**src/source/pong_consts.svh**
```systemverilog
// game geometry and timing for a 320x240 grid with 4x4 sprites; values are not range checked
`ifndef PONG_CONSTS_SVH
`define PONG_CONSTS_SVH

// screen size in pixels
`define PONG_SCREEN_W 320
`define PONG_SCREEN_H 240

`define PONG_SPRITE 4 // edge of every sprite, ball and paddles alike

// ball start, roughly centred
`define PONG_BALL_X0 156
`define PONG_BALL_Y0 116
`define PONG_BALL_X_MAX 316 // screen width minus sprite
`define PONG_BALL_Y_MAX 236

// paddles sit in fixed columns
`define PONG_PADDLE_X_L 2
`define PONG_PADDLE_X_R 314
`define PONG_PADDLE_Y0 116
`define PONG_PADDLE_Y_MAX 216 // lowest row a paddle may reach

`define PONG_BALL_SPEED 2 // ball moves this far on each axis per round
`define PONG_WIN_SCORE 11

// cycles between round starts
// a round takes 102 cycles anyway, so small values just mean back to back rounds
`define PONG_FRAME_CYCLES 8

`endif

```
**src/source/pong_pkg.sv**
```systemverilog
// types shared by the pong core; x is 9 bits and y 8 bits, enough for 320x240 only
`default_nettype none

package pong_pkg;

	// pixel position on screen
	typedef struct packed
	{
		logic [8:0] x; // column 0..319
		logic [7:0] y; // row 0..239
	} coord_t;

	// one player's buttons
	typedef struct packed
	{
		logic up;    // direction, low means down
		logic go;    // move at all
		logic speed; // double step
	} paddle_cmd_t;

	// write port towards the frame buffer
	typedef struct packed
	{
		logic        plot;   // write strobe
		logic [8:0]  x;
		logic [7:0]  y;
		logic [23:0] colour; // 8 bits per channel
	} pixel_t;

	// which object the round strobes address
	typedef enum logic [1:0]
	{
		SEL_BALL  = 2'd0,
		SEL_PAD_L = 2'd1,
		SEL_PAD_R = 2'd2,
		SEL_NONE  = 2'd3
	} obj_sel_t;

	// sequencer strobes
	typedef struct packed
	{
		logic     erase;   // level, 16 cycles
		logic     check;   // pulse
		logic     move;    // pulse
		logic     draw;    // level, 16 cycles
		logic     restart; // pulse, all objects back to start
		obj_sel_t sel;
	} step_t;

endpackage

`default_nettype wire

```
**src/source/round_sequencer.sv**
```systemverilog
// game FSM; rounds last 102 cycles, no back-pressure, scores stop at PONG_WIN_SCORE
`timescale 1ns/100ps
`default_nettype none
`include "pong_consts.svh"

module round_sequencer
	import pong_pkg::*;
(
	input  logic       clk,
	input  logic       reset,
	input  logic       serve_i,     // level or pulse, sampled in SERVE
	input  logic       new_game_i,
	input  logic       point_l_i,   // from the ball check cycle
	input  logic       point_r_i,
	output step_t      step_o,
	output logic [3:0] pix_cnt_o,   // pixel index inside the sprite
	output logic [3:0] score_l_o,
	output logic [3:0] score_r_o,
	output logic       game_over_o
);
	localparam int FRAME_W = 24;
	localparam logic [FRAME_W-1:0] FRAME_RELOAD = FRAME_W'(`PONG_FRAME_CYCLES - 1);
	localparam logic [3:0] WIN = 4'(`PONG_WIN_SCORE);

	// state encoding
	localparam logic [3:0] ST_START    = 4'd0;
	localparam logic [3:0] ST_WAIT     = 4'd1;
	localparam logic [3:0] ST_ERASE    = 4'd2;
	localparam logic [3:0] ST_CHECK    = 4'd3;
	localparam logic [3:0] ST_MOVE     = 4'd4;
	localparam logic [3:0] ST_DRAW     = 4'd5;
	localparam logic [3:0] ST_CLEAR    = 4'd6;
	localparam logic [3:0] ST_SERVE    = 4'd7;
	localparam logic [3:0] ST_GAMEOVER = 4'd8;

	logic [3:0]         state;
	obj_sel_t           sel;       // object in work
	obj_sel_t           sel_next;
	logic [FRAME_W-1:0] frame_cnt; // counts down to the next round
	logic [3:0]         pix_cnt;
	logic               pix_last;  // 16th pixel of a burst
	logic               win;

	assign pix_last    = (pix_cnt == 4'd15);
	assign win         = (score_l_o >= WIN) || (score_r_o >= WIN);
	assign sel_next    = obj_sel_t'(sel + 2'd1); // ball, left, right order
	assign pix_cnt_o   = pix_cnt;
	assign game_over_o = (state == ST_GAMEOVER);

	always_comb
	begin
		step_o.erase   = (state == ST_ERASE) || (state == ST_CLEAR);
		step_o.check   = (state == ST_CHECK);
		step_o.move    = (state == ST_MOVE);
		step_o.draw    = (state == ST_DRAW);
		// new game, or end of a clear pass without a winner
		step_o.restart = ((state == ST_START || state == ST_GAMEOVER) && new_game_i)
			|| (state == ST_CLEAR && pix_last && sel == SEL_PAD_R && !win);
		step_o.sel     = sel;
	end

	always_ff @(posedge clk)
	begin
		if (reset)
		begin
			state     <= ST_START;
			sel       <= SEL_NONE;
			frame_cnt <= '0;
			pix_cnt   <= 4'd0;
			score_l_o <= 4'd0;
			score_r_o <= 4'd0;
		end
		else
		begin
			if (frame_cnt != '0)
				frame_cnt <= frame_cnt - 1'b1; // free running tick
			case (state)
				ST_START, ST_GAMEOVER:
					if (new_game_i)
					begin
						score_l_o <= 4'd0;
						score_r_o <= 4'd0;
						state     <= ST_WAIT;
					end
				ST_WAIT:
					if (frame_cnt == '0) // frame expired, start a round
					begin
						frame_cnt <= FRAME_RELOAD;
						sel       <= SEL_BALL;
						state     <= ST_ERASE;
					end
				ST_ERASE:
				begin
					pix_cnt <= pix_cnt + 4'd1; // wraps back to 0 after the burst
					if (pix_last)
						state <= ST_CHECK;
				end
				ST_CHECK:
					if (point_l_i || point_r_i)
					begin
						if (point_l_i)
							score_l_o <= score_l_o + 4'd1;
						if (point_r_i)
							score_r_o <= score_r_o + 4'd1;
						sel   <= SEL_BALL; // clear pass erases everything
						state <= ST_CLEAR;
					end
					else
						state <= ST_MOVE;
				ST_MOVE:
					state <= ST_DRAW;
				ST_DRAW:
				begin
					pix_cnt <= pix_cnt + 4'd1;
					if (pix_last)
					begin
						if (sel == SEL_PAD_R) // round done
						begin
							sel   <= SEL_NONE;
							state <= ST_WAIT;
						end
						else
						begin
							sel   <= sel_next;
							state <= ST_ERASE;
						end
					end
				end
				ST_CLEAR:
				begin
					pix_cnt <= pix_cnt + 4'd1;
					if (pix_last)
					begin
						if (sel == SEL_PAD_R)
						begin
							sel   <= SEL_NONE;
							state <= win ? ST_GAMEOVER : ST_SERVE;
						end
						else
							sel <= sel_next;
					end
				end
				ST_SERVE:
					if (serve_i)
						state <= ST_WAIT;
				default:
					state <= ST_START;
			endcase
		end
	end

endmodule

`default_nettype wire

```
**src/source/ball_engine.sv**
```systemverilog
// ball physics; speed is fixed per axis, state is only valid after the first restart strobe
`timescale 1ns/100ps
`default_nettype none
`include "pong_consts.svh"

module ball_engine
	import pong_pkg::*;
(
	input  logic         clk,
	input  step_t        step_i,
	input  coord_t [1:0] paddle_pos_i, // 0 left, 1 right
	output coord_t       ball_o,
	output logic         point_l_o,    // left player scores
	output logic         point_r_o
);
	localparam logic [8:0] SPEED_X = 9'(`PONG_BALL_SPEED);
	localparam logic [7:0] SPEED_Y = 8'(`PONG_BALL_SPEED);
	localparam logic [8:0] X_MAX   = 9'(`PONG_BALL_X_MAX);
	localparam logic [7:0] Y_MAX   = 8'(`PONG_BALL_Y_MAX);
	localparam logic [8:0] FACE_L  = 9'(`PONG_PADDLE_X_L + `PONG_SPRITE); // 6
	localparam logic [8:0] FACE_R  = 9'(`PONG_PADDLE_X_R - `PONG_SPRITE); // 310

	logic       left_q; // heading left
	logic       up_q;   // heading up
	logic       is_ball;
	logic       near_l; // rows overlap left paddle
	logic       near_r;
	logic       wall_hit;
	logic [8:0] x_next;
	logic [7:0] y_next;

	// rows overlap when they are at most sprite-1 apart
	function automatic logic rows_overlap(input logic [7:0] a, input logic [7:0] b);
		logic [8:0] a_ext;
		logic [8:0] b_ext;
		a_ext = {1'b0, a};
		b_ext = {1'b0, b};
		return (a_ext <= b_ext + 9'(`PONG_SPRITE - 1)) && (b_ext <= a_ext + 9'(`PONG_SPRITE - 1));
	endfunction

	assign is_ball  = (step_i.sel == SEL_BALL);
	assign near_l   = rows_overlap(ball_o.y, paddle_pos_i[0].y);
	assign near_r   = rows_overlap(ball_o.y, paddle_pos_i[1].y);
	assign wall_hit = (up_q && ball_o.y == 8'd0) || (!up_q && ball_o.y == Y_MAX);

	// side edges, only in the ball check cycle
	assign point_r_o = is_ball && step_i.check && left_q && (ball_o.x == 9'd0);
	assign point_l_o = is_ball && step_i.check && !left_q && (ball_o.x == X_MAX);

	always_comb
	begin
		if (up_q)
			y_next = (ball_o.y < SPEED_Y) ? 8'd0 : ball_o.y - SPEED_Y;
		else
			y_next = (ball_o.y > Y_MAX - SPEED_Y) ? Y_MAX : ball_o.y + SPEED_Y;
		if (left_q)
		begin
			if (near_l && ball_o.x > FACE_L && ball_o.x < FACE_L + SPEED_X)
				x_next = FACE_L; // would cross the left face
			else if (ball_o.x < SPEED_X)
				x_next = 9'd0;
			else
				x_next = ball_o.x - SPEED_X;
		end
		else
		begin
			if (near_r && ball_o.x < FACE_R && ball_o.x + SPEED_X > FACE_R)
				x_next = FACE_R;
			else if (ball_o.x > X_MAX - SPEED_X)
				x_next = X_MAX;
			else
				x_next = ball_o.x + SPEED_X;
		end
	end

	always_ff @(posedge clk)
	begin
		if (step_i.restart)
		begin
			ball_o.x <= 9'(`PONG_BALL_X0);
			ball_o.y <= 8'(`PONG_BALL_Y0);
			left_q   <= 1'b1; // serve towards the left player, downwards
			up_q     <= 1'b0;
		end
		else if (is_ball && step_i.check)
		begin
			if (wall_hit)
				up_q <= ~up_q;
			if (left_q && ball_o.x == FACE_L && near_l)
				left_q <= 1'b0; // bounce off left paddle
			else if (!left_q && ball_o.x == FACE_R && near_r)
				left_q <= 1'b1;
		end
		else if (is_ball && step_i.move)
		begin
			ball_o.x <= x_next;
			ball_o.y <= y_next;
		end
	end

endmodule

`default_nettype wire

```
**src/source/paddle_unit.sv**
```systemverilog
// one paddle, vertical motion only; PADDLE_IDX 0 is left and 1 is right, no other values
`timescale 1ns/100ps
`default_nettype none
`include "pong_consts.svh"

module paddle_unit
	import pong_pkg::*;
#(
	parameter int PADDLE_IDX = 0
)
(
	input  logic        clk,
	input  step_t       step_i,
	input  paddle_cmd_t cmd_i,
	output coord_t      pos_o
);
	localparam obj_sel_t MY_SEL = (PADDLE_IDX == 0) ? SEL_PAD_L : SEL_PAD_R;
	localparam logic [8:0] X_COL = (PADDLE_IDX == 0) ? 9'(`PONG_PADDLE_X_L)
		: 9'(`PONG_PADDLE_X_R);
	localparam logic signed [9:0] Y_LIM = 10'(`PONG_PADDLE_Y_MAX);

	logic signed [2:0] dy_q;  // -2..+2 rows per round
	logic [7:0]        y_q;
	logic signed [9:0] y_sum; // unclamped next row
	logic              mine;

	assign mine  = (step_i.sel == MY_SEL);
	assign y_sum = $signed({2'b00, y_q}) + 10'(dy_q);
	assign pos_o = '{x: X_COL, y: y_q}; // column never changes

	always_ff @(posedge clk)
	begin
		if (step_i.restart)
		begin
			y_q  <= 8'(`PONG_PADDLE_Y0);
			dy_q <= 3'sd0;
		end
		else if (mine && step_i.check)
		begin
			if (!cmd_i.go)
				dy_q <= 3'sd0;           // hold still
			else if (cmd_i.up)
				dy_q <= cmd_i.speed ? -3'sd2 : -3'sd1;
			else
				dy_q <= cmd_i.speed ? 3'sd2 : 3'sd1;
		end
		else if (mine && step_i.move)
		begin
			if (y_sum < 10'sd0)
				y_q <= 8'd0;             // top clamp
			else if (y_sum > Y_LIM)
				y_q <= Y_LIM[7:0];
			else
				y_q <= y_sum[7:0];
		end
	end

endmodule

`default_nettype wire

```
**src/source/sprite_plotter.sv**
```systemverilog
// 4x4 sprite writer, one pixel per cycle with one cycle latency; sink must never stall
`timescale 1ns/100ps
`default_nettype none

module sprite_plotter
	import pong_pkg::*;
(
	input  logic         clk,
	input  logic         reset,
	input  step_t        step_i,
	input  logic [3:0]   pix_cnt_i,    // col in [1:0], row in [3:2]
	input  coord_t       ball_i,
	input  coord_t [1:0] paddle_pos_i,
	output pixel_t       pixel_o
);
	coord_t base;   // top left corner of the selected sprite
	logic   active;

	always_comb
	begin
		case (step_i.sel)
			SEL_PAD_L: base = paddle_pos_i[0];
			SEL_PAD_R: base = paddle_pos_i[1];
			default:   base = ball_i; // ball, and don't care for none
		endcase
	end

	// no writes outside erase/draw or without a target
	assign active = (step_i.erase || step_i.draw) && (step_i.sel != SEL_NONE);

	always_ff @(posedge clk)
	begin
		pixel_o.x      <= base.x + {7'd0, pix_cnt_i[1:0]};
		pixel_o.y      <= base.y + {6'd0, pix_cnt_i[3:2]};
		pixel_o.colour <= step_i.draw ? 24'hff_ffff : 24'h00_0000; // white or black
		if (reset)
			pixel_o.plot <= 1'b0;
		else
			pixel_o.plot <= active;
	end

endmodule

`default_nettype wire

```
**src/source/pong_top.sv**
```systemverilog
// pong core top; pixel writes go straight out, scores are binary and saturate at the win score
`timescale 1ns/100ps
`default_nettype none

module pong_top
	import pong_pkg::*;
(
	input  logic        clk,
	input  logic        reset,
	input  paddle_cmd_t cmd_l_i,
	input  paddle_cmd_t cmd_r_i,
	input  logic        serve_i,
	input  logic        new_game_i,
	output pixel_t      pixel_o,
	output logic [3:0]  score_l_o,
	output logic [3:0]  score_r_o,
	output logic        game_over_o
);
	step_t        step;       // strobes from the sequencer
	logic [3:0]   pix_cnt;
	logic         point_l;
	logic         point_r;
	coord_t       ball;
	coord_t [1:0] paddle_pos; // 0 left, 1 right

	round_sequencer round_sequencer_i (
		.clk         (clk),
		.reset       (reset),
		.serve_i     (serve_i),
		.new_game_i  (new_game_i),
		.point_l_i   (point_l),
		.point_r_i   (point_r),
		.step_o      (step),
		.pix_cnt_o   (pix_cnt),
		.score_l_o   (score_l_o),
		.score_r_o   (score_r_o),
		.game_over_o (game_over_o)
	);

	ball_engine ball_engine_i (
		.clk          (clk),
		.step_i       (step),
		.paddle_pos_i (paddle_pos),
		.ball_o       (ball),
		.point_l_o    (point_l),
		.point_r_o    (point_r)
	);

	// both paddles are player driven
	for (genvar i = 0; i < 2; i++)
	begin : g_paddle
		paddle_unit #(
			.PADDLE_IDX (i)
		) paddle_unit_i (
			.clk    (clk),
			.step_i (step),
			.cmd_i  ((i == 0) ? cmd_l_i : cmd_r_i),
			.pos_o  (paddle_pos[i])
		);
	end

	sprite_plotter sprite_plotter_i (
		.clk          (clk),
		.reset        (reset),
		.step_i       (step),
		.pix_cnt_i    (pix_cnt),
		.ball_i       (ball),
		.paddle_pos_i (paddle_pos),
		.pixel_o      (pixel_o)
	);

endmodule

`default_nettype wire

```
**config.mk**
```make
export PLATFORM = sky130hd
export DESIGN_NAME = pong_top
export DESIGN_NICKNAME = d
export VERILOG_FILES = /design/src/source/pong_pkg.sv /design/src/source/round_sequencer.sv /design/src/source/ball_engine.sv /design/src/source/paddle_unit.sv /design/src/source/sprite_plotter.sv /design/src/source/pong_top.sv
export VERILOG_INCLUDE_DIRS = /design/src /design/src/source
export SDC_FILE = /design/constraint.sdc
export NUM_CORES = 1
export LEC_CHECK = 0
export ABC_AREA = 1
export BUFFER_PORTS_ARGS = -buffer_cell sky130_fd_sc_hd__buf_2
export CAP_MARGIN = 0
export CORE_MARGIN = 4
export CORE_UTILIZATION = 49
export DETAILED_ROUTE_END_ITERATION = 10
export PLACE_DENSITY = 0.67
export SLEW_MARGIN = 30
export SYNTH_ARGS = -nofsm -noshare
export SYNTH_HDL_FRONTEND = slang
export SYNTH_SLANG_ARGS = --single-unit
export TNS_END_PERCENT = 1
```
**constraint.sdc**
```tcl
create_clock -name clk -period 7.3 [get_ports clk]
set_input_delay 1.095 -clock clk [delete_from_list [all_inputs] [get_ports clk]]
set_output_delay 1.095 -clock clk [all_outputs]
set_load 0.01 [all_outputs]
```
==> implementation parameters <==
Parameter                              Value

STA
  Share of the clock period used by the worst path    0.3751
  Final Max Tran Viols    0
  Post-route worst hold slack    0.4765 ns
  Unrepaired setup endpoints after global routing    no
  Tmin final    2.738 ns
  Count of endpoints failing hold in the final timing report    0
  Aggregate negative setup slack    0 ns
  Worst-case headroom to the max-slew limit    0.4208
  Peak Freq    365.2 MHz
  Endpoints failing setup    0
  Slew at the pin closest to its max-slew limit    0.8678 ns
  Worst Clk Skew    0.007107 ns
  Final setup slack of the worst path    4.562 ns

Synth
  Syn Std Cell Area    7775 µm²
  Library cell occupying the most area in the post-synthesis netlist    dfxtp_1
  Most common flop cell mapped by yosys    dfxtp_1
  Register bit total from synthesis    100
  Most area-consuming cells after synthesis    dfxtp_1 (26%), nand2_1 (12%), ha_1 (10%)
  Most common library cells after synthesis    nand2_1 (250), inv_1 (134), nor2_1 (101), dfxtp_1 (100), a21oi_1 (88)
  Number of distinct library cells after synthesis    52
  Share of Yosys cell area claimed by the top area cell type    0.2575
  Syn Inst Count    1,139
  Average footprint of a synthesized cell    6.826 µm²
  Net count after synthesis    1,218
  Share of synthesized registers carrying an async set or reset    0
  Post-synth EDFFs    0
  Cell with the most instances after synthesis    nand2_1
  Sequential element share of the synthesized area    0.2575
  Total number of yosys warnings    0

Detailed routing
  Total DRC errors in the routed layout    0
  Vias    7,265
  DR pass1 iterations    5
  Residual antenna-violating net count after detailed routing    0
  Post-detailed-routing wire length    19.06 mm
  Routed WL per cell    13.77 µm
  Drt via density    5.249
  Iteration-0 DRC count of the detailed router    421

Worst setup path
  Worst Path Required    7.58 ns
  Arr. time, crit path    3.01 ns
  Max stage delay on crit path    0.38 ns
  Element type at the critical path end    flop
  Setup CP Type    reg -> reg
  CP Launch Type    flop
  Standard cell with the maximum stage delay on the critical path    dfxtp_1
  Crit path cell chain    inv_1 -> ha_1 -> inv_1 -> o221ai_1 -> o21ai_0 -> inv_1 -> ha_1 -> a21oi_1 -> or2_1 -> nor2_1 -> nand2_1 -> nor3_1 -> xnor2_1
  Most repeated library cell on the critical path    inv_1
  Highest net fanout along the worst path    10

Final layout
  Fraction of layout cells with a size suffix above 1    0.1083
  Area of combinational cells with multiple inputs    4923 µm²
  Core Util, Final    0.5429
  Register Area    2002 µm²
  Area Overhead vs Synth    7.322%
  Fillers    1,595
  Antenna diode count    0
  Filler-free cell count of the finished design    1,384
  Total number of nets in the final design    1,247

Placement
  IO Port Bufs    60
  Placer Congestion    0.9313
  Post-placement worst setup slack    4.564 ns
  # placed instances    1,368
  Post-detail-place hpwl    15.03 mm

Global routing
  Overflow after GRT    0
  Antenna violations before repair    0
  Number of global-route vias before repair    6,583
  Maximum number of pins on one net before global-route repair    31
  Overall track demand over capacity in global routing    0.2134
  Global-route wire length before repair    31.80 mm

Run
  Max-cap violations    0

Clock network
  Clock-pin slew of the registers on the worst-case setup and hold paths    0.07 ns
  Post-CTS setup buffers    0
  Clock tree root driver cell    clkbuf_16
  CTS hold repair buffers    0
  Sink Count    100
  Clock tree buffer depth    2
  Total of cells resized after clock tree synthesis    0
  CTS tree    done
  H-tree level count    3
  CTS Buf Count    9
  Insertion delay of the later-clocked pin in the worst-skew pair    0.36 ns

Floorplan
  Die ar.    17,950 µm²
  Height of the die    134.0 µm
  Die Width    134.0 µm
  Area of the core region    15,370 µm²
  I/O Pins    61
  Number of placement rows    45
  Effective utilization at floorplan    0.5058

Power and ir drop
  Power per cell area    269.5 nW/µm²
  Maximum resistive drop on vdd    0.1947 mV
  Standby leakage power    0.004034 µW

Worst hold path
  Hold crit path type    reg -> reg

Run status
  Run status    finished, final reports clean
-- registers in the layout (all words and copies together) (netlist names) --
signal	flops
g_paddle.paddle_unit_i.dy_q	6
sprite_plotter_i.pixel_o	19
round_sequencer_i.score_r_o	4
round_sequencer_i.score_l_o	4
g_paddle.paddle_unit_i.y_q	16
ball_engine_i.up_q	1
round_sequencer_i.pix_cnt_o	4
round_sequencer_i.frame_cnt	24
round_sequencer_i.state	4
ball_engine_i.left_q	1
round_sequencer_i.sel	2
ball_engine_i.ball_o	15
-- placed cells by master (no fill, tap or decap), types with 12 or more instances in the layout --
master and instances:
a21oi_1 88, o21ai_0 40, inv_1 134, nor3_1 38, xnor2_1 12, dfxtp_1 100
o21ai_1 17, nand4_1 27, nor2_1 101, xor2_1 50, inv_2 15, nand2_1 250
nand3_1 67, ha_1 65, buf_2 60
-- area by class of cell --
type / instances / area share
multi-input combinational: 846 / 0.5900
sequential: 100 / 0.2399
inverter: 151 / 0.06823
timing repair buffer: 60 / 0.03599
tap: 211 / 0.03164
clock buffer: 11 / 0.02909
clock inverter: 5 / 0.005098
-- stage by stage --
stage          total power (µW)  area (µm²)
3_5_place_dp               1795        8059
6_report                   2249        8344
3_3_place_gp               1784        8059
2_1_floorplan              1553        7775
4_1_cts                    2265        8344
5_1_grt                    2450        8344
-- worst max-delay path, delay by kind of cell (launching register included) --
kind            cells  cell delay [ns]
simple gates        4             0.65
fa+ha+maj           2             0.63
compound gates      3             0.35
buf+inv             3             0.51
xor+xnor            1             0.16
flops               1             0.38
-- path summary, 6_finish.rpt --
path	from	end	slack [ns]	cells past startpoint
hold / removal	g_paddle[0].paddle_unit_i.dy_q[0]$_SDFFE_PP0P_	g_paddle[0].paddle_unit_i.dy_q[0]$_SDFFE_PP0P_	0.48	2
setup reg to reg	round_sequencer_i.sel[0]$_SDFFE_PP1P_	sprite_plotter_i.pixel_o[31]$_DFF_P_	4.56	13
setup / recovery	round_sequencer_i.sel[0]$_SDFFE_PP1P_	sprite_plotter_i.pixel_o[31]$_DFF_P_	4.56	13
hold reg to reg	g_paddle[0].paddle_unit_i.dy_q[0]$_SDFFE_PP0P_	g_paddle[0].paddle_unit_i.dy_q[0]$_SDFFE_PP0P_	0.48	2
-- cells by family after synthesis --
logic type               count (synthesis)  share of synthesized area
AO/OA/AOI/OAI                          180                     0.1300
XOR/XNOR                                62                    0.06984
buffers and inverters                  193                     0.1093
flip-flops                             100                     0.2575
adder cells (fa/ha/maj)                 69                     0.1149
AND/OR/NAND/NOR                        534                     0.3180
other                                    1                  0.0004823
-- report_power, final --
part / internal (µW) / switching [µW] / leakage (µW)
Sequential: 665 / 99.5 / 0.000815
Clock: 244 / 217 / 0.000137
Combinational: 357 / 667 / 0.00308
Total: 1270 / 983 / 0.00403
-- layer usage --
metal / routed length, µm / vias to the layer above / share of wire / GRT usage
met4: 265 / 0 / 0.014 / 0.04800
li1: - / 3789 / - / -
met5: 0 / - / 0 / 0
met1: 9101 / 3274 / 0.48 / 0.2955
met2: 8713 / 178 / 0.46 / 0.3462
met3: 978 / 24 / 0.051 / 0.04089
(Power assumes the default switching activity.)
